### src/common/sw_pkg.sv
//////////////////////////////
// shared widths, register map and mode codes.
// imported by the rtl and the checker.
//////////////////////////////
package sw_pkg;

  // switch word and spi frame sizes.
  localparam int num_bits   = 24;  // analog switch word.
  localparam int addr_bits  = 7;   // address field, read flag sits above it.
  localparam int frame_bits = 32;  // 8 bit address byte + 24 data bits.
  localparam int mode_bits  = 2;

  // register map.
  localparam logic [addr_bits-1:0] addr_mode    = 7'd0;  // read / write.
  localparam logic [addr_bits-1:0] addr_direct  = 7'd1;  // read / write.
  localparam logic [addr_bits-1:0] addr_direct2 = 7'd2;  // read / write.
  localparam logic [addr_bits-1:0] addr_id      = 7'd3;  // read only.

  // output mode codes.
  // code 3 is not defined and drives the switches off.
  localparam logic [mode_bits-1:0] mode_off       = 2'd0;
  localparam logic [mode_bits-1:0] mode_direct    = 2'd1;  // word from direct reg.
  localparam logic [mode_bits-1:0] mode_alternate = 2'd2;  // swap direct / direct2.

  // identity word, lets the host check the link.
  localparam logic [num_bits-1:0] id_value = 24'hA5_C3_01;

endpackage

### src/spi/spi_slave.sv
//////////////////////////////
// spi slave oversampled on clk. mode 0, msb first,
// 8 bit address byte (bit 7 = read) then 24 data bits.
//////////////////////////////
`timescale 1ns/1ps

module spi_slave
  import sw_pkg::*;
(
  input  logic                 clk,
  input  logic                 reset,
  input  logic                 spi_cs_n,
  input  logic                 spi_sck,
  input  logic                 spi_mosi,
  input  logic [num_bits-1:0]  rd_data,     // from reg bank, valid with addr_valid.
  output logic                 spi_miso,
  output logic                 addr_valid,  // one cycle, after 8th bit.
  output logic                 is_read,
  output logic [addr_bits-1:0] addr,
  output logic                 wr_strobe,   // one cycle, after cs rise.
  output logic [num_bits-1:0]  wr_data
);

  localparam int cnt_bits = $clog2(frame_bits) + 2;  // headroom for long frames.
  localparam logic [cnt_bits-1:0] cnt_max   = '1;
  localparam logic [cnt_bits-1:0] cnt_addr  = cnt_bits'(addr_bits);   // bits before last addr bit.
  localparam logic [cnt_bits-1:0] cnt_frame = cnt_bits'(frame_bits);

  logic [1:0]            cs_sync;    // [0] meta, [1] usable.
  logic [1:0]            sck_sync;
  logic [1:0]            mosi_sync;
  logic                  cs_prev;
  logic                  sck_prev;
  logic                  cs_active;
  logic                  cs_rise;
  logic                  sck_rise;
  logic                  sck_fall;
  logic                  addr_done;
  logic                  tx_shift_en;
  logic                  addr_ok;
  logic [cnt_bits-1:0]   bit_cnt;
  logic [num_bits-1:0]   shift_in;   // last 24 bits received.
  logic [num_bits-1:0]   tx_shift;

  // pin synchronizers. idle levels at reset, so no false edges.
  always_ff @(posedge clk)
  begin
    if (reset)
    begin
      cs_sync  <= 2'b11;
      sck_sync <= 2'b00;
      cs_prev  <= 1'b1;
      sck_prev <= 1'b0;
    end
    else
    begin
      cs_sync  <= {cs_sync[0], spi_cs_n};
      sck_sync <= {sck_sync[0], spi_sck};
      cs_prev  <= cs_sync[1];
      sck_prev <= sck_sync[1];
    end
  end

  always_ff @(posedge clk)
  begin
    mosi_sync <= {mosi_sync[0], spi_mosi};  // same two stages as sck.
  end

  assign cs_active   = ~cs_sync[1];
  assign cs_rise     = cs_sync[1] & ~cs_prev;                 // end of frame.
  assign sck_rise    = cs_active & sck_sync[1] & ~sck_prev;   // sample mosi.
  assign sck_fall    = cs_active & ~sck_sync[1] & sck_prev;   // launch miso.
  assign addr_done   = sck_rise && (bit_cnt == cnt_addr);     // 8th bit arriving.
  assign tx_shift_en = sck_fall && (bit_cnt > cnt_addr);

  // only mode, direct and direct2 take writes.
  assign addr_ok = (addr == addr_mode) || (addr == addr_direct) || (addr == addr_direct2);

  // bit count and strobes.
  always_ff @(posedge clk)
  begin
    if (reset)
    begin
      bit_cnt    <= '0;
      addr_valid <= 1'b0;
      wr_strobe  <= 1'b0;
    end
    else
    begin
      if (!cs_active)
        bit_cnt <= '0;  // cleared between frames.
      else if (sck_rise && bit_cnt != cnt_max)
        bit_cnt <= bit_cnt + 1'b1;  // saturates on runaway frames.
      addr_valid <= addr_done;
      // exact length, write frame, writable address.
      wr_strobe <= cs_rise && (bit_cnt == cnt_frame) && !is_read && addr_ok;
    end
  end

  // receive path.
  always_ff @(posedge clk)
  begin
    if (sck_rise)
      shift_in <= {shift_in[num_bits-2:0], mosi_sync[1]};
    if (addr_done)
    begin
      is_read <= shift_in[addr_bits-1];                     // first bit in.
      addr    <= {shift_in[addr_bits-2:0], mosi_sync[1]};
    end
    if (cs_rise)
      wr_data <= shift_in;  // last 24 bits of the frame.
  end

  // transmit path. readback word loaded with addr_valid.
  always_ff @(posedge clk)
  begin
    if (addr_valid)
      tx_shift <= rd_data;
    else if (tx_shift_en)
      tx_shift <= {tx_shift[num_bits-2:0], 1'b0};
  end

  always_ff @(posedge clk)
  begin
    if (reset || !cs_active)
      spi_miso <= 1'b0;  // low when not selected.
    else if (tx_shift_en)
      spi_miso <= tx_shift[num_bits-1];  // msb first.
  end

endmodule

### src/spi/spi_reg_bank.sv
//////////////////////////////
// host registers behind the spi slave.
// mode, direct, direct2 writable, id read only.
//////////////////////////////
`timescale 1ns/1ps

module spi_reg_bank
  import sw_pkg::*;
(
  input  logic                 clk,
  input  logic                 reset,
  input  logic                 addr_valid,   // read address strobe.
  input  logic                 is_read,
  input  logic [addr_bits-1:0] addr,
  input  logic                 wr_strobe,    // one cycle write.
  input  logic [num_bits-1:0]  wr_data,
  output logic [num_bits-1:0]  rd_data,      // combinational readback.
  output logic [mode_bits-1:0] reg_mode,
  output logic [num_bits-1:0]  reg_direct,
  output logic [num_bits-1:0]  reg_direct2
);

  logic rd_en;

  // write decode.
  always_ff @(posedge clk)
  begin
    if (reset)
    begin
      reg_mode    <= mode_off;  // switches off after reset.
      reg_direct  <= '0;
      reg_direct2 <= '0;
    end
    else if (wr_strobe)
    begin
      case (addr)
        addr_mode:    reg_mode    <= wr_data[mode_bits-1:0];  // upper bits dropped.
        addr_direct:  reg_direct  <= wr_data;
        addr_direct2: reg_direct2 <= wr_data;
        default:      ;  // id and unused addresses ignore writes.
      endcase
    end
  end

  // readback mux. write frames shift back zeros.
  assign rd_en = addr_valid & is_read;

  always_comb
  begin
    rd_data = '0;
    if (rd_en)
    begin
      case (addr)
        addr_mode:    rd_data = {{(num_bits - mode_bits){1'b0}}, reg_mode};
        addr_direct:  rd_data = reg_direct;
        addr_direct2: rd_data = reg_direct2;
        addr_id:      rd_data = id_value;
        default:      rd_data = '0;  // unknown address.
      endcase
    end
  end

endmodule

### src/hw/pattern_alternate.sv
//////////////////////////////
// slow alternating pattern, swaps between two words
// every half_period + 1 clocks while enabled.
//////////////////////////////
`timescale 1ns/1ps

module pattern_alternate
  import sw_pkg::*;
#(
  parameter int half_period = 50  // cycles, board uses clk freq / 10.
)
(
  input  logic                clk,
  input  logic                reset,
  input  logic                enable,
  input  logic [num_bits-1:0] reg_direct,
  input  logic [num_bits-1:0] reg_direct2,
  output logic [num_bits-1:0] pat_out
);

  localparam int cnt_bits = $clog2(half_period + 1);
  localparam logic [cnt_bits-1:0] cnt_last = cnt_bits'(half_period);

  logic [cnt_bits-1:0] counter;
  logic                state;  // 0 -> next load is direct.

  always_ff @(posedge clk)
  begin
    if (reset || !enable)
    begin
      // held at zero, so each enable starts a fresh period.
      counter <= '0;
      state   <= 1'b0;
      pat_out <= '0;
    end
    else if (counter == cnt_last)
    begin
      counter <= '0;
      state   <= ~state;
      if (state)
        pat_out <= reg_direct2;
      else
        pat_out <= reg_direct;  // first swap after enable.
    end
    else
    begin
      counter <= counter + 1'b1;
    end
  end

endmodule

### src/hw/switch_output.sv
//////////////////////////////
// registered switch word, chosen by the mode register.
//////////////////////////////
`timescale 1ns/1ps

module switch_output
  import sw_pkg::*;
#(
  parameter int half_period = 50
)
(
  input  logic                 clk,
  input  logic                 reset,
  input  logic [mode_bits-1:0] reg_mode,
  input  logic [num_bits-1:0]  reg_direct,
  input  logic [num_bits-1:0]  reg_direct2,
  output logic [num_bits-1:0]  sw_out       // drives the analog switches.
);

  logic [mode_bits-1:0] sel_q;       // decoded mode, invalid folded to off.
  logic                 alt_enable;
  logic [num_bits-1:0]  pat_out;

  // mode decode, one register stage.
  always_ff @(posedge clk)
  begin
    if (reset)
      sel_q <= mode_off;
    else
    begin
      case (reg_mode)
        mode_direct,
        mode_alternate: sel_q <= reg_mode;
        default:        sel_q <= mode_off;  // off and code 3.
      endcase
    end
  end

  // generator restarts the cycle after the mode change.
  assign alt_enable = (sel_q == mode_alternate);

  pattern_alternate #(
    .half_period (half_period)
  ) u_alternate (
    .clk         (clk),
    .reset       (reset),
    .enable      (alt_enable),
    .reg_direct  (reg_direct),
    .reg_direct2 (reg_direct2),
    .pat_out     (pat_out)
  );

  // output register.
  always_ff @(posedge clk)
  begin
    if (reset)
      sw_out <= '0;
    else
    begin
      case (sel_q)
        mode_direct:    sw_out <= reg_direct;
        mode_alternate: sw_out <= pat_out;
        default:        sw_out <= '0;  // all switches open.
      endcase
    end
  end

endmodule

### src/hw/sw_ctrl_top.sv
//////////////////////////////
// switch pattern controller top. spi host in,
// switch word out, one clock domain.
//////////////////////////////
`timescale 1ns/1ps

module sw_ctrl_top
  import sw_pkg::*;
#(
  parameter int half_period = 10_000_000  // 100 mhz clk / 10.
)
(
  input  logic                clk,
  input  logic                reset,
  input  logic                spi_cs_n,
  input  logic                spi_sck,
  input  logic                spi_mosi,
  output logic                spi_miso,
  output logic [num_bits-1:0] sw_out
);

  // slave to bank.
  logic                 addr_valid;
  logic                 is_read;
  logic [addr_bits-1:0] addr;
  logic                 wr_strobe;
  logic [num_bits-1:0]  wr_data;
  logic [num_bits-1:0]  rd_data;

  // bank to output.
  logic [mode_bits-1:0] reg_mode;
  logic [num_bits-1:0]  reg_direct;
  logic [num_bits-1:0]  reg_direct2;

  spi_slave u_spi_slave (
    .clk        (clk),
    .reset      (reset),
    .spi_cs_n   (spi_cs_n),
    .spi_sck    (spi_sck),
    .spi_mosi   (spi_mosi),
    .rd_data    (rd_data),
    .spi_miso   (spi_miso),
    .addr_valid (addr_valid),
    .is_read    (is_read),
    .addr       (addr),
    .wr_strobe  (wr_strobe),
    .wr_data    (wr_data)
  );

  spi_reg_bank u_reg_bank (
    .clk         (clk),
    .reset       (reset),
    .addr_valid  (addr_valid),
    .is_read     (is_read),
    .addr        (addr),
    .wr_strobe   (wr_strobe),
    .wr_data     (wr_data),
    .rd_data     (rd_data),
    .reg_mode    (reg_mode),
    .reg_direct  (reg_direct),
    .reg_direct2 (reg_direct2)
  );

  switch_output #(
    .half_period (half_period)
  ) u_switch_output (
    .clk         (clk),
    .reset       (reset),
    .reg_mode    (reg_mode),
    .reg_direct  (reg_direct),
    .reg_direct2 (reg_direct2),
    .sw_out      (sw_out)
  );

endmodule

### config.mk
export PLATFORM = sky130hd
export DESIGN_NAME = sw_ctrl_top
export DESIGN_NICKNAME = d
export VERILOG_FILES = /design/src/common/sw_pkg.sv /design/src/spi/spi_slave.sv /design/src/spi/spi_reg_bank.sv /design/src/hw/pattern_alternate.sv /design/src/hw/switch_output.sv /design/src/hw/sw_ctrl_top.sv
export SDC_FILE = /design/constraint.sdc
export NUM_CORES = 1
export LEC_CHECK = 0
export ABC_AREA = 1
export BUFFER_PORTS_ARGS = -buffer_cell sky130_fd_sc_hd__buf_2
export CAP_MARGIN = 20
export CORE_ASPECT_RATIO = 0.8
export CORE_MARGIN = 3
export CORE_UTILIZATION = 50
export DETAILED_ROUTE_END_ITERATION = 10
export MAX_ROUTING_LAYER = met4
export PLACE_DENSITY = 0.74
export REMOVE_ABC_BUFFERS = 1
export SYNTH_ARGS = -nofsm -noshare
export SYNTH_HDL_FRONTEND = slang
export SYNTH_SLANG_ARGS = --single-unit
### constraint.sdc
create_clock -name clk -period 2.58 [get_ports clk]
set_input_delay 0.516 -clock clk [delete_from_list [all_inputs] [get_ports clk]]
set_output_delay 0.516 -clock clk [all_outputs]
set_load 0.005 [all_outputs]
After elaboration in Yosys (flattened, before gate mapping)
Index checks and enable logic that the tools add are counted.
W data, S select, Z words.
{"block": "classes", "add_sub_neg": 2, "n_lt_le_gt_ge": 1, "eq_ne": 11, "muxes": 6, "n_bitwise": 12, "n_reduce_logical": 21}
{"cell": "$mux W24", "count": 4}
{"cell": "$pmux W24 S4", "count": 1}
{"cell": "$pmux W24 S2", "count": 1}
{"cell": "$add A24 B1 Y24 const B", "count": 1}
{"cell": "$eq A24 B24 Y1 const B", "count": 1}
{"cell": "$eq A7 B2 Y1 const B", "count": 2}
{"cell": "$reduce_or A2 Y1", "count": 4}
{"cell": "$add A7 B1 Y7 const B", "count": 1}
{"cell": "$eq A7 B1 Y1 const B", "count": 1}
{"cell": "$eq A7 B3 Y1 const B", "count": 1}
{"cell": "$eq A7 B6 Y1 const B", "count": 1}
{"cell": "$gt A7 B3 Y1 const B", "count": 1}
{"cell": "$logic_not A7 Y1", "count": 1}
{"cell": "$ne A7 B7 Y1 const B", "count": 1}
{"cell": "$and A1 B1 Y1", "count": 6}
{"cell": "$logic_and A1 B1 Y1", "count": 6}
{"cell": "$not A1 Y1", "count": 6}
{"cell": "$reduce_and A2 Y1", "count": 3}
{"cell": "$eq A2 B1 Y1 const B", "count": 2}
{"cell": "$eq A2 B2 Y1 const B", "count": 2}
{"cell": "$logic_or A1 B1 Y1", "count": 4}
{"cell": "$logic_not A1 Y1", "count": 2}
{"cell": "$reduce_bool A2 Y1", "count": 1}
{"block": "totals", "register_bits": 223, "in_bits": 5}

Logic depth before layout (Yosys ltp)
Gate-level depths: netlist (run 1).
{"block": "logic_depth", "word_depth": 6, "mapped_depth": 10}

Hierarchy
Synthesis (run 1) repeated with hierarchy kept, for this count alone.
{"block": "unflattened", "cells_unflattened": 1222, "area_unflattened_um2": 9698.1}
{"module": "spi_slave", "n_inst": 1, "cells_per_inst": 268, "area_each_um2": 3518.4}
{"module": "pattern_alternate", "n_inst": 1, "cells_per_inst": 447, "area_each_um2": 2662.6}
{"module": "spi_reg_bank", "n_inst": 1, "cells_per_inst": 393, "area_each_um2": 2497.4}
{"module": "switch_output", "n_inst": 1, "cells_per_inst": 114, "area_each_um2": 1019.7}

Least setup slack after synthesis (run 1)
OpenSTA, ideal clock, no wires.
{"block": "synth_timing", "kind": "flip-flop to flip-flop", "startpoint": "reg u_spi_slave.cs_sync[1]", "endpoint": "reg u_spi_slave.wr_data[0], enable pin", "setup_time_ns": 0.406, "arrival_ns": 1.439, "t_required_ns": 2.174, "slack_ns": 0.734, "stages_incl_launch_ff": 3, "path_buffers": 0, "cell_sequence": "dfxtp_1 -> inv_1 -> nor2_1"}
{"block": "synth_via", "elab_chain_len": 1}
{"element": "from (decl)", "line": "spi_slave.sv:29", "text": "logic [1:0] cs_sync;"}
{"element": "from (signal assigned)", "line": "spi_slave.sv:57", "text": "cs_sync <= {cs_sync[0], spi_cs_n};"}
{"element": "$and A1 B1 Y1", "line": "spi_slave.sv:70", "text": "assign cs_rise = cs_sync[1] & ~cs_prev;"}
{"element": "via u_spi_slave.cs_rise", "line": "spi_slave.sv:35", "text": "logic cs_rise;"}
{"element": "to (signal assigned)", "line": "spi_slave.sv:111", "text": "wr_data <= shift_in;"}
{"element": "to (decl)", "line": "spi_slave.sv:21", "text": "output logic [num_bits-1:0] wr_data"}
The timed path passes the listed nets, and every way through them passes these cells.
A chain may end at the register's enable or synchronous reset.

Final worst setup path (run 1)
{"block": "layout_timing", "startpoint": "reg u_spi_slave.addr[5]", "endpoint": "reg u_spi_slave.tx_shift[9], data pin"}
{"block": "layout_via", "elab_chain_len": 4, "elab_cells_between_ends": 7}
{"element": "from (decl)", "line": "spi_slave.sv:19", "text": "output logic [addr_bits-1:0] addr,"}
{"element": "from (signal assigned)", "line": "spi_slave.sv:108", "text": "addr <= {shift_in[addr_bits-2:0], mosi_sync[1]};"}
{"element": "$eq A7 B2 Y1, or another cell as far along", "line": "spi_reg_bank.sv:53", "text": "case (addr)"}
{"element": "$pmux W24 S4 (*)", "line": "spi_reg_bank.sv:53"}
{"element": "$mux W24 (*)", "line": "spi_reg_bank.sv:51", "text": "if (rd_en)"}
{"element": "$mux W24 (*)", "line": "spi_slave.sv:117", "text": "if (addr_valid)"}
{"element": "to (signal assigned)", "line": "spi_slave.sv:118", "text": "tx_shift <= rd_data;"}
{"element": "to (signal assigned)", "line": "spi_slave.sv:120", "text": "tx_shift <= {tx_shift[num_bits-2:0], 1'b0};"}
{"element": "to (decl)", "line": "spi_slave.sv:43", "text": "logic [num_bits-1:0] tx_shift;"}
Mark *: on every way between the ends. The rest lies on a longest branch, timed or not.

==> flow_metrics.env, run 1 <==
export IMPL_status="finished, final reports clean"
export IMPL_fin_setup_tns_ns=0
export IMPL_grt_setup_unrepaired="false"
export IMPL_skew_ns=0.01548
export IMPL_gp_congestion=0.8887
export IMPL_r2r_cells=9
export IMPL_portBuffers=29
export IMPL_setup_ws_ns=0.6080
export IMPL_fin_util_pct=57.89
export IMPL_initial_utilization_pct=52.21
export IMPL_p_leak_nw=3.759
export IMPL_regArea_mm2=0.005265
export IMPL_cts_tree="built"
export IMPL_worstMarginPinSlew_ns=0.8570
export IMPL_io_pins=30
export IMPL_fill_cells=1551
export IMPL_use_met1_pct=34.11
export IMPL_end_kind="register"
export IMPL_final_max_slew_viol_count=0
export IMPL_dp_hpwl_um=14130
export IMPL_r2r_slack_ns=0.61
export IMPL_clock_latency_ns=0.51
export IMPL_syn_inst=1137
export IMPL_whs_path_depth=1
export IMPL_p_per_area_mw_per_mm2=648.7
export IMPL_seq_area_frac_synth_pct=56.80
export IMPL_grt_busiest_layer="met1"
export IMPL_reg2reg_to="u_spi_slave.tx_shift[9]"
export IMPL_die_h_um=127.8
export IMPL_post_cts_setup_buffers=0
export IMPL_clk_path_buf_depth=3
export IMPL_core_area_mm2=0.01775
export IMPL_ys_warn_count=0
export IMPL_wl_per_cell_um=15.14
export IMPL_grt_max_degree=56
export IMPL_grt_pass1_wl_um=34410
export IMPL_min_period_over_period_pct=76.43
export IMPL_antenna_found_initial=0
export IMPL_antenna_left=0
export IMPL_routed_wl_um=21210
export IMPL_hp_start="spi_mosi"
export IMPL_firstDrtPassIters=5
export IMPL_clkSinkCount=223
export IMPL_globalRouteMet3Util_pct=4.792
export IMPL_cts_root_buf="clkbuf_16"
export IMPL_rr_startpoint="u_spi_slave.addr[5]"
export IMPL_instances_no_fill=1401
export IMPL_fp_dieW_um=158.2
export IMPL_maxCapViolCount=0
export IMPL_max_vdd_ir_drop_mv=0.5071
export IMPL_critPathMaxFanout=17
export IMPL_synthTopCellsByArea="dfxtp_1 (31%), edfxtp_1 (26%), nand2_1 (17%)"
export IMPL_yosysMostFrequentCell="nand2_1"
export IMPL_htreeDepth=1
export IMPL_timing_fmax_mhz=507.1
export IMPL_met2_usage_pct=28.74
export IMPL_vias_per_cell=5.261
export IMPL_synth_common_cells="nand2_1 (410), dfxtp_1 (143), nor2_1 (106)"
export IMPL_multi_input_area_mm2=0.003415
export IMPL_ys_types=31
export IMPL_setup_viol=0
export IMPL_drtIter0Drc=755
export IMPL_ys_ff_latch=223
export IMPL_fin_total_pwr_w=0.006667
export IMPL_synth_ff_type="dfxtp_1"
export IMPL_dieArea_mm2=0.02022
export IMPL_post_cts_resized=0
export IMPL_dp_slack_ns=0.6236
export IMPL_grt_pass1_vias=6555
export IMPL_drive_gt1_share_pct=8.759
export IMPL_dp_cells=1359
export IMPL_synth_top_area_share_pct=30.89
export IMPL_synth_edf_count=80
export IMPL_synth_top_cell_by_area="dfxtp_1"
export IMPL_critical_path_required_ns=2.83
export IMPL_slew_headroom_pct=42.80
export IMPL_min_to="u_spi_slave.mosi_sync[0]"
export IMPL_syn_avg_cell_area_um2=8.152
export IMPL_start_kind="register"
export IMPL_drc=0
export IMPL_core_rowCount=43
export IMPL_fin_crit_ns=1.972
export IMPL_numCtsBuffers=23
export IMPL_path_clk_slew_ns=0.06
export IMPL_crit_type="register to register"
export IMPL_track_usage_pct=21.70
export IMPL_crit_arrival_ns=2.22
export IMPL_via_count=7371
export IMPL_async_flop_share_pct=0
export IMPL_hold_violations=0
export IMPL_n_antenna_cell=0
export IMPL_syn_area_mm2=0.009269
export IMPL_areaGrowthSynthToFinish_pct=10.88
export IMPL_hp_class="input pin to register"
export IMPL_grt_overflow=0
export IMPL_finalNetCount=1170
export IMPL_hold_buffers=0
-- sequential cells by signal, indices dropped and copies added, names as in the netlist, 2 cells and up --
signal	flops
u_reg_bank.reg_direct	24
u_reg_bank.reg_direct2	24
u_reg_bank.reg_mode	2
u_spi_slave.addr	7
u_spi_slave.bit_cnt	7
u_spi_slave.cs_sync	2
u_spi_slave.mosi_sync	2
u_spi_slave.sck_sync	2
u_spi_slave.shift_in	24
u_spi_slave.tx_shift	24
u_spi_slave.wr_data	24
u_switch_output.sel_q	2
u_switch_output.sw_out	24
u_switch_output.u_alternate.counter	24
u_switch_output.u_alternate.pat_out	24
-- final cells by class --
type | count | share of cell area [%]
Sequential cell | 223 | 51.23
Multi-Input combinational cell | 765 | 33.22
Clock buffer | 32 | 5.929
Inverter | 100 | 3.652
Tap cell | 225 | 2.739
Timing Repair Buffer | 46 | 2.654
Clock inverter | 10 | 0.5722
-- logic make-up (layout without fill, tap and decap cells) --
| kind of cell | Yosys count | after routing | synth area share [%] |
|---|---|---|---|
| flops | 223 | 223 | 56.80 |
| fa+ha+maj | 6 | 6 | 0.8099 |
| compound gates | 125 | 125 | 7.209 |
| xor+xnor | 11 | 11 | 1.039 |
| simple gates | 623 | 623 | 27.70 |
| buf+inv | 149 | 188 | 6.439 |
-- cells in the final DEF (no fill, tap or decap), types with 2 or more instances in the layout --
cell type  instances
dfxtp_1          143
nand2_1          410
o21ai_0           15
edfxtp_1          80
nand4_1           21
xor2_1             6
nor3b_1            3
nor2_4             4
clkinv_2           4
buf_4             17
nand2_2            3
xnor2_1            5
clkbuf_1           9
inv_2              9
inv_1             89
ha_1               6
or2_2              6
nor2_2             2
buf_2             29
a21boi_0          15
clkinv_1           5
nor3_1             6
a21oi_1           93
nor2_1           105
nand3_1           59
clkbuf_16         23
-- report_power, final --
| group | leakage, nW | internal (W) | switching (W) | total [W] |
|---|---|---|---|---|
| Clock | 0.325 | 0.00166 | 0.00133 | 0.00299 |
| Combinational | 1.56 | 0.00000717 | 0.0000261 | 0.0000333 |
| Sequential | 1.87 | 0.00363 | 0.00000758 | 0.00364 |
| Total | 3.76 | 0.00530 | 0.00136 | 0.00667 |
-- layer usage --
metal | up-vias | wire length, um
li1 | 3679 | -
met1 | 3344 | 10180
met2 | 323 | 8371
met3 | 25 | 2366
met4 | 0 | 292
met5 | - | 0
-- worst max-delay path, stage by stage (launching register included) --
cell and delay (ns):
edfxtp_1 0.33, nor2_1 0.04, nand2_1 0.15, inv_1 0.14
nand2_4 0.14, clkinv_1 0.46, nand2_1 0.20, nand3_1 0.09
nand2_1 0.09, nand2_1 0.06
-- worst max path at each step --
| stage | to | slack, ns | start |
|---|---|---|---|
| finish | u_spi_slave.tx_shift[9] | 0.61 | u_spi_slave.addr[5] |
| detailed placement | u_spi_slave.tx_shift[9] | 0.62 | u_spi_slave.addr[5] |
| CTS | u_spi_slave.tx_shift[9] | 0.61 | u_spi_slave.addr[5] |
| global route | u_spi_slave.tx_shift[15] | 0.47 | u_spi_slave.addr[4] |
| global placement | u_spi_slave.tx_shift[9] | 0.72 | u_spi_slave.addr[5] |
| floorplan | u_reg_bank.reg_direct[0] | 0.05 | u_spi_slave.addr[1] |
-- through the flow --
stage / instance area, um2 / hold WS, ns
6_report: 10280 / 0.1167
5_1_grt: 10280 / 0.09853
3_3_place_gp: 9609 / 0.3105
3_5_place_dp: 9609 / 0.3121
4_1_cts: 10280 / 0.1002
2_1_floorplan: 9047 / 0.3096
Power figures use the tool's default switching activity.
==> run 2, diff against run 1 <==
--- a/config.mk
+++ b/config.mk
@@ -13,7 +13,7 @@
 export CORE_UTILIZATION = 50
 export DETAILED_ROUTE_END_ITERATION = 10
 export MAX_ROUTING_LAYER = met4
-export PLACE_DENSITY = 0.74
+export PLACE_DENSITY = 0.77
 export REMOVE_ABC_BUFFERS = 1
 export SYNTH_ARGS = -nofsm -noshare
 export SYNTH_HDL_FRONTEND = slang
==> constraint.sdc (replaced) <==
create_clock -name clk -period 1.6 [get_ports clk]
set_input_delay 0.32 -clock clk [delete_from_list [all_inputs] [get_ports clk]]
set_output_delay 0.32 -clock clk [all_outputs]
set_load 0.005 [all_outputs]
==> flow_metrics.env, run 2 (synthesis results as in run 1) <==
export IMPL_status="complete, but fails checks"
export IMPL_path_clk_slew_ns=0.06
export IMPL_timing_fmax_mhz=620.4
export IMPL_drc=0
export IMPL_drtIter0Drc=1009
export IMPL_end_kind="register"
export IMPL_routed_wl_um=23530
export IMPL_drive_gt1_share_pct=14.50
export IMPL_clock_latency_ns=0.51
export IMPL_hold_violations=0
export IMPL_slew_headroom_pct=51.43
export IMPL_n_antenna_cell=0
export IMPL_min_period_over_period_pct=100.7
export IMPL_grt_pass1_vias=7098
export IMPL_track_usage_pct=22.82
export IMPL_crit_arrival_ns=1.98
export IMPL_setup_viol=7
export IMPL_violations="negative setup slack"
export IMPL_hp_class="input pin to register"
export IMPL_portBuffers=29
export IMPL_worstMarginPinSlew_ns=0.7277
export IMPL_crit_type="register to register"
export IMPL_clkSinkCount=223
export IMPL_layout_commonest_cell="nand2_1"
export IMPL_grt_pass1_wl_um=35870
export IMPL_numCtsBuffers=22
export IMPL_skew_ns=0.01420
export IMPL_timing_hold_ws_ns=0.01915
export IMPL_finalNetCount=1209
export IMPL_htreeDepth=1
export IMPL_p_per_area_mw_per_mm2=1024
export IMPL_fin_setup_tns_ns=-0.03987
export IMPL_maxCapViolCount=0
export IMPL_clk_path_buf_depth=3
export IMPL_r2r_slack_ns=-0.01
export IMPL_areaGrowthSynthToFinish_pct=19.36
export IMPL_grt_max_degree=44
export IMPL_via_count=7751
export IMPL_setup_ws_ns=-0.01174
export IMPL_vias_per_cell=5.386
export IMPL_die_h_um=127.8
export IMPL_critPathMaxFanout=6
export IMPL_fin_crit_ns=1.612
export IMPL_firstDrtPassIters=5
export IMPL_cts_tree="built"
export IMPL_fin_util_pct=62.31
export IMPL_fp_dieW_um=158.2
export IMPL_antenna_found_initial=1
export IMPL_gp_congestion=0.9109
export IMPL_fill_cells=1467
export IMPL_initial_utilization_pct=52.21
export IMPL_wl_per_cell_um=16.35
export IMPL_grt_setup_unrepaired="true"
export IMPL_core_rowCount=43
export IMPL_p_leak_nw=4.152
export IMPL_io_pins=30
export IMPL_antenna_left=0
export IMPL_grt_overflow=0
export IMPL_critical_path_required_ns=1.97
export IMPL_dp_slack_ns=0.01611
export IMPL_start_kind="register"
export IMPL_dp_hpwl_um=14960
export IMPL_layout_common_cells="nand2_1 (393), dfxtp_1 (142), nor2_1 (98)"
export IMPL_max_vdd_ir_drop_mv=0.8743
export IMPL_cts_root_buf="clkbuf_16"
export IMPL_final_max_slew_viol_count=0
export IMPL_dieArea_mm2=0.02022
export IMPL_core_area_mm2=0.01775
-- run 2: cell types whose count changed in the layout (fill, tap and decap cells not counted), sizes merged --
| cell | before | now |
|---|---|---|
| clkinvlp | 1 | 2 |
| buf | 46 | 79 |
| inv | 100 | 98 |
| dlygate4sd3 | 0 | 2 |
| bufinv | 0 | 4 |
-- run 2: report_power, final --
part	total, W	switching [W]	internal, W
Combinational	0.0000660	0.0000455	0.0000205
Clock	0.00539	0.00213	0.00326
Sequential	0.00587	0.0000143	0.00586
-- run 2: critical path, cell delays in order (launching register included) --
cell	delay (ns)
edfxtp_1	0.44
nor2_2	0.15
nand2_2	0.08
nor2_4	0.13
buf_6	0.15
buf_12	0.11
clkbuf_16	0.15
nand2_4	0.05
nand2_2	0.06
nand2_1	0.05
nand2_1	0.09
-- run 2: final cells by class --
| class | instances | area, um2 | share of cell area [%] |
|---|---|---|---|
| sequential | 223 | 5266 | 47.60 |
| tap | 225 | 281.5 | 2.545 |
| multi-input combinational | 765 | 3537 | 31.97 |
| inverter | 100 | 379.1 | 3.427 |
| timing repair buffer | 86 | 847.1 | 7.657 |
| clock inverter | 13 | 161.4 | 1.459 |
| clock buffer | 27 | 590.6 | 5.338 |
-- run 2: per-stage QoR --
stage	power, W	cells	area (um2)
floorplan	0.006005	1088	9047
global placement	0.006055	1381	9899
detailed placement	0.006056	1381	9899
CTS	0.01141	1423	10670
global route	0.01163	1439	11060
finish	0.01133	1439	11060
-- run 2: worst paths after layout --
kind                                  from                        to  cells after the start
setup / recovery       u_spi_slave.addr[1]  u_spi_slave.tx_shift[19]                     10
hold / removal                     spi_sck   u_spi_slave.sck_sync[0]                      3
setup reg to reg       u_spi_slave.addr[1]  u_spi_slave.tx_shift[19]                     10
hold reg to reg   u_spi_slave.mosi_sync[0]  u_spi_slave.mosi_sync[1]                      0
-- run 2: layer usage --
metal  global-route usage, %  part of all wire [%]  vias up  routed length, um
met3                   4.860                   9.5       68               2228
met1                   32.50                    44     3598              10400
li1                        -                     -     3756                  -
met2                   33.37                    44      329              10250
met4                   6.070                   2.8        0                653
met5                       -                     0        -                  0
-- run 2: repair_timing --
item / in CTS / in global routing
hold buffers: 2 / 0
cloned: 0 / 6
setup endpoints to repair: 4 / 115
gates resized for setup: 1 / 50
pin swaps: 0 / 22
setup buffers: 0 / 10
endpoints found under the hold margin: 2 / 0
==> run 3, diff against run 2 <==
--- a/config.mk
+++ b/config.mk
@@ -5,7 +5,6 @@
 export SDC_FILE = /design/constraint.sdc
 export NUM_CORES = 1
 export LEC_CHECK = 0
-export ABC_AREA = 1
 export BUFFER_PORTS_ARGS = -buffer_cell sky130_fd_sc_hd__buf_2
 export CAP_MARGIN = 20
 export CORE_ASPECT_RATIO = 0.8
==> flow_metrics.env, run 3 <==
export IMPL_status="complete, but fails checks"
export IMPL_violations="negative setup slack"
export IMPL_finalNetCount=906
export IMPL_r2r_cells=5
export IMPL_synth_edf_count=80
export IMPL_numCtsBuffers=22
export IMPL_synth_top_cell_by_area="dfxtp_1"
export IMPL_end_kind="register"
export IMPL_cts_root_buf="clkbuf_16"
export IMPL_rr_startpoint="u_switch_output.u_alternate.counter[16]"
export IMPL_async_flop_share_pct=0
export IMPL_fin_total_pwr_w=0.01121
export IMPL_drtIter0Drc=943
export IMPL_synth_ff_type="dfxtp_1"
export IMPL_hold_violations=0
export IMPL_ys_types=49
export IMPL_clkSinkCount=223
export IMPL_firstDrtPassIters=5
export IMPL_fin_setup_tns_ns=-33.38
export IMPL_vias_per_cell=6.152
export IMPL_slew_headroom_pct=64.30
export IMPL_yosys_area_share_xor_xnor_pct=1.510
export IMPL_min_period_over_period_pct=126.7
export IMPL_crit_arrival_ns=2.41
export IMPL_layout_commonest_cell="dfxtp_1"
export IMPL_skew_ns=0.01374
export IMPL_r2r_slack_ns=-0.43
export IMPL_drive_gt1_share_pct=29.09
export IMPL_initial_utilization_pct=51.75
export IMPL_ys_warn_count=0
export IMPL_die_h_um=124.0
export IMPL_fp_dieW_um=153.5
export IMPL_gp_congestion=0.8681
export IMPL_core_area_mm2=0.01682
export IMPL_critPathLaunch="u_switch_output.u_alternate.counter[16]"
export IMPL_io_pins=30
export IMPL_p_leak_nw=4.337
export IMPL_max_vdd_ir_drop_mv=0.9206
export IMPL_synth_top_area_share_pct=32.90
export IMPL_grt_pass1_wl_um=36580
export IMPL_path_clk_slew_ns=0.07
export IMPL_dp_hpwl_um=12460
export IMPL_synth_area_mux_share_pct=9.331
export IMPL_syn_area_mm2=0.008702
export IMPL_htreeDepth=1
export IMPL_antenna_found_initial=0
export IMPL_reg2reg_to="u_switch_output.u_alternate.pat_out[0]"
export IMPL_ys_ff_latch=223
export IMPL_via_count=6958
export IMPL_syn_avg_cell_area_um2=11.07
export IMPL_core_rowCount=42
export IMPL_synth_common_cells="dfxtp_1 (143), nor2_1 (106), edfxtp_1 (80)"
export IMPL_syn_inst=786
export IMPL_synth_top_family_by_area="simple AND/OR/NAND/NOR gates"
export IMPL_grt_max_degree=28
export IMPL_grt_overflow=0
export IMPL_worstMarginPinSlew_ns=0.5355
export IMPL_antenna_left=0
export IMPL_yosysMostFrequentCell="dfxtp_1"
export IMPL_setup_ws_ns=-0.4272
export IMPL_p_per_area_mw_per_mm2=992.0
export IMPL_track_usage_pct=25.22
export IMPL_synth_compound_area_share_pct=10.78
export IMPL_seq_area_frac_synth_pct=60.50
export IMPL_grt_pass1_vias=6605
export IMPL_critical_path_required_ns=1.98
export IMPL_start_kind="register"
export IMPL_hp_class="input pin to register"
export IMPL_final_max_slew_viol_count=0
export IMPL_grt_setup_unrepaired="true"
export IMPL_areaGrowthSynthToFinish_pct=29.81
export IMPL_dieArea_mm2=0.01903
export IMPL_synthAdderAreaFrac_pct=0.8627
export IMPL_setup_viol=148
export IMPL_routed_wl_um=25230
export IMPL_timing_fmax_mhz=493.3
export IMPL_n_antenna_cell=0
export IMPL_layout_common_cells="dfxtp_1 (135), nor2_1 (105), edfxtp_1 (80)"
export IMPL_drc=0
export IMPL_fin_crit_ns=2.027
export IMPL_cp_endpoint="u_switch_output.u_alternate.pat_out[0]"
export IMPL_synthTopCellsByArea="dfxtp_1 (33%), edfxtp_1 (28%), mux2i_1 (6.1%)"
export IMPL_portBuffers=29
export IMPL_crit_type="register to register"
export IMPL_critPathMaxFanout=12
export IMPL_cts_tree="built"
export IMPL_clock_latency_ns=0.51
export IMPL_maxCapViolCount=0
export IMPL_wl_per_cell_um=22.31
export IMPL_yosys_area_share_simple_pct=13.13
export IMPL_clk_path_buf_depth=3
## run 3: changes by cell type after synthesis, sizes merged, moves of 15 or more
| cell | previous run | this run |
|---|---|---|
| a21oi | 93 | 47 |
| a22oi | 0 | 38 |
| inv | 98 | 32 |
| mux2 | 0 | 25 |
| o21ai | 15 | 32 |
| buf | 26 | 10 |
| o22ai | 0 | 16 |
| mux2i | 0 | 53 |
| a21boi | 15 | 0 |
| nand2 | 414 | 10 |
| clkbuf | 23 | 45 |
| nand3 | 60 | 36 |
## run 3: what timing repair did
item	in CTS	in global routing
hold buffers	2	0
endpoints found under the setup margin	146	151
buffers inserted	14	6
gates resized for setup	83	41
cloned	8	4
pin swaps	30	25
hold endpoints to repair	2	0
## run 3: how the worst min path moves through the flow
stage	to	startpoint	slack (ns)	cells past startpoint
after floorplan	u_spi_slave.mosi_sync[1]	u_spi_slave.mosi_sync[0]	0.31	0
after global placement	u_spi_slave.mosi_sync[1]	u_spi_slave.mosi_sync[0]	0.32	0
after detailed placement	u_spi_slave.mosi_sync[1]	u_spi_slave.mosi_sync[0]	0.32	0
after CTS	u_spi_slave.sck_sync[0]	spi_sck	0.03	2
after global routing	u_spi_slave.sck_sync[0]	spi_sck	0.07	2
final	u_spi_slave.sck_sync[0]	spi_sck	0.03	2
## run 3: worst max-delay path, stage by stage (launching register included)
cell	delay, ns
dfxtp_2	0.32
or4b_4	0.53
or4_4	0.56
buf_8	0.19
o21ai_0	0.21
a21oi_1	0.10
## run 3: area by class of cell
class	count	area, um2
clock buffer	31	625.6
clock inverter	9	98.84
fill	1149	5520
inverter	32	120.1
multi-input combinational	476	3491
sequential	223	5275
tap	220	275.3
timing repair buffer	140	1410
## run 3: logic make-up (layout without fill, tap and decap cells)
logic type	count (synthesis)	count (layout)
flops	223	223
buf+inv	87	212
mux	78	78
fa+ha+maj	6	6
compound gates	152	152
simple gates	225	225
xor+xnor	15	15
## run 3: through the flow
stage	cell area, um2	setup slack, ns	hold WS [ns]	instances	util [%]
global placement	9656	-0.4155	0.3153	1064	57.42
global route	11300	-0.4529	0.07392	1131	67.17
detailed placement	9656	-0.4628	0.3189	1064	57.42
finish	11300	-0.4272	0.03423	1131	67.17
floorplan	8484	-1.832	0.3096	731	-
CTS	11060	-0.4001	0.02513	1127	65.77
## run 3: layer usage
layer  GRT usage (%)  part of all wire, %  vias up
met5               -                    0        -
li1                -                    -     3070
met2           39.29                   46      431
met1           33.56                   41     3365
met3           5.175                   10       92
met4           8.329                  3.5        0
## run 3: where the power goes
| part | internal (W) | switching [W] | leakage [nW] |
|---|---|---|---|
| clock | 0.00306 | 0.00221 | 0.354 |
| sequential | 0.00585 | 0.0000116 | 1.89 |
| combinational | 0.0000229 | 0.0000456 | 2.09 |
| total | 0.00894 | 0.00227 | 4.34 |
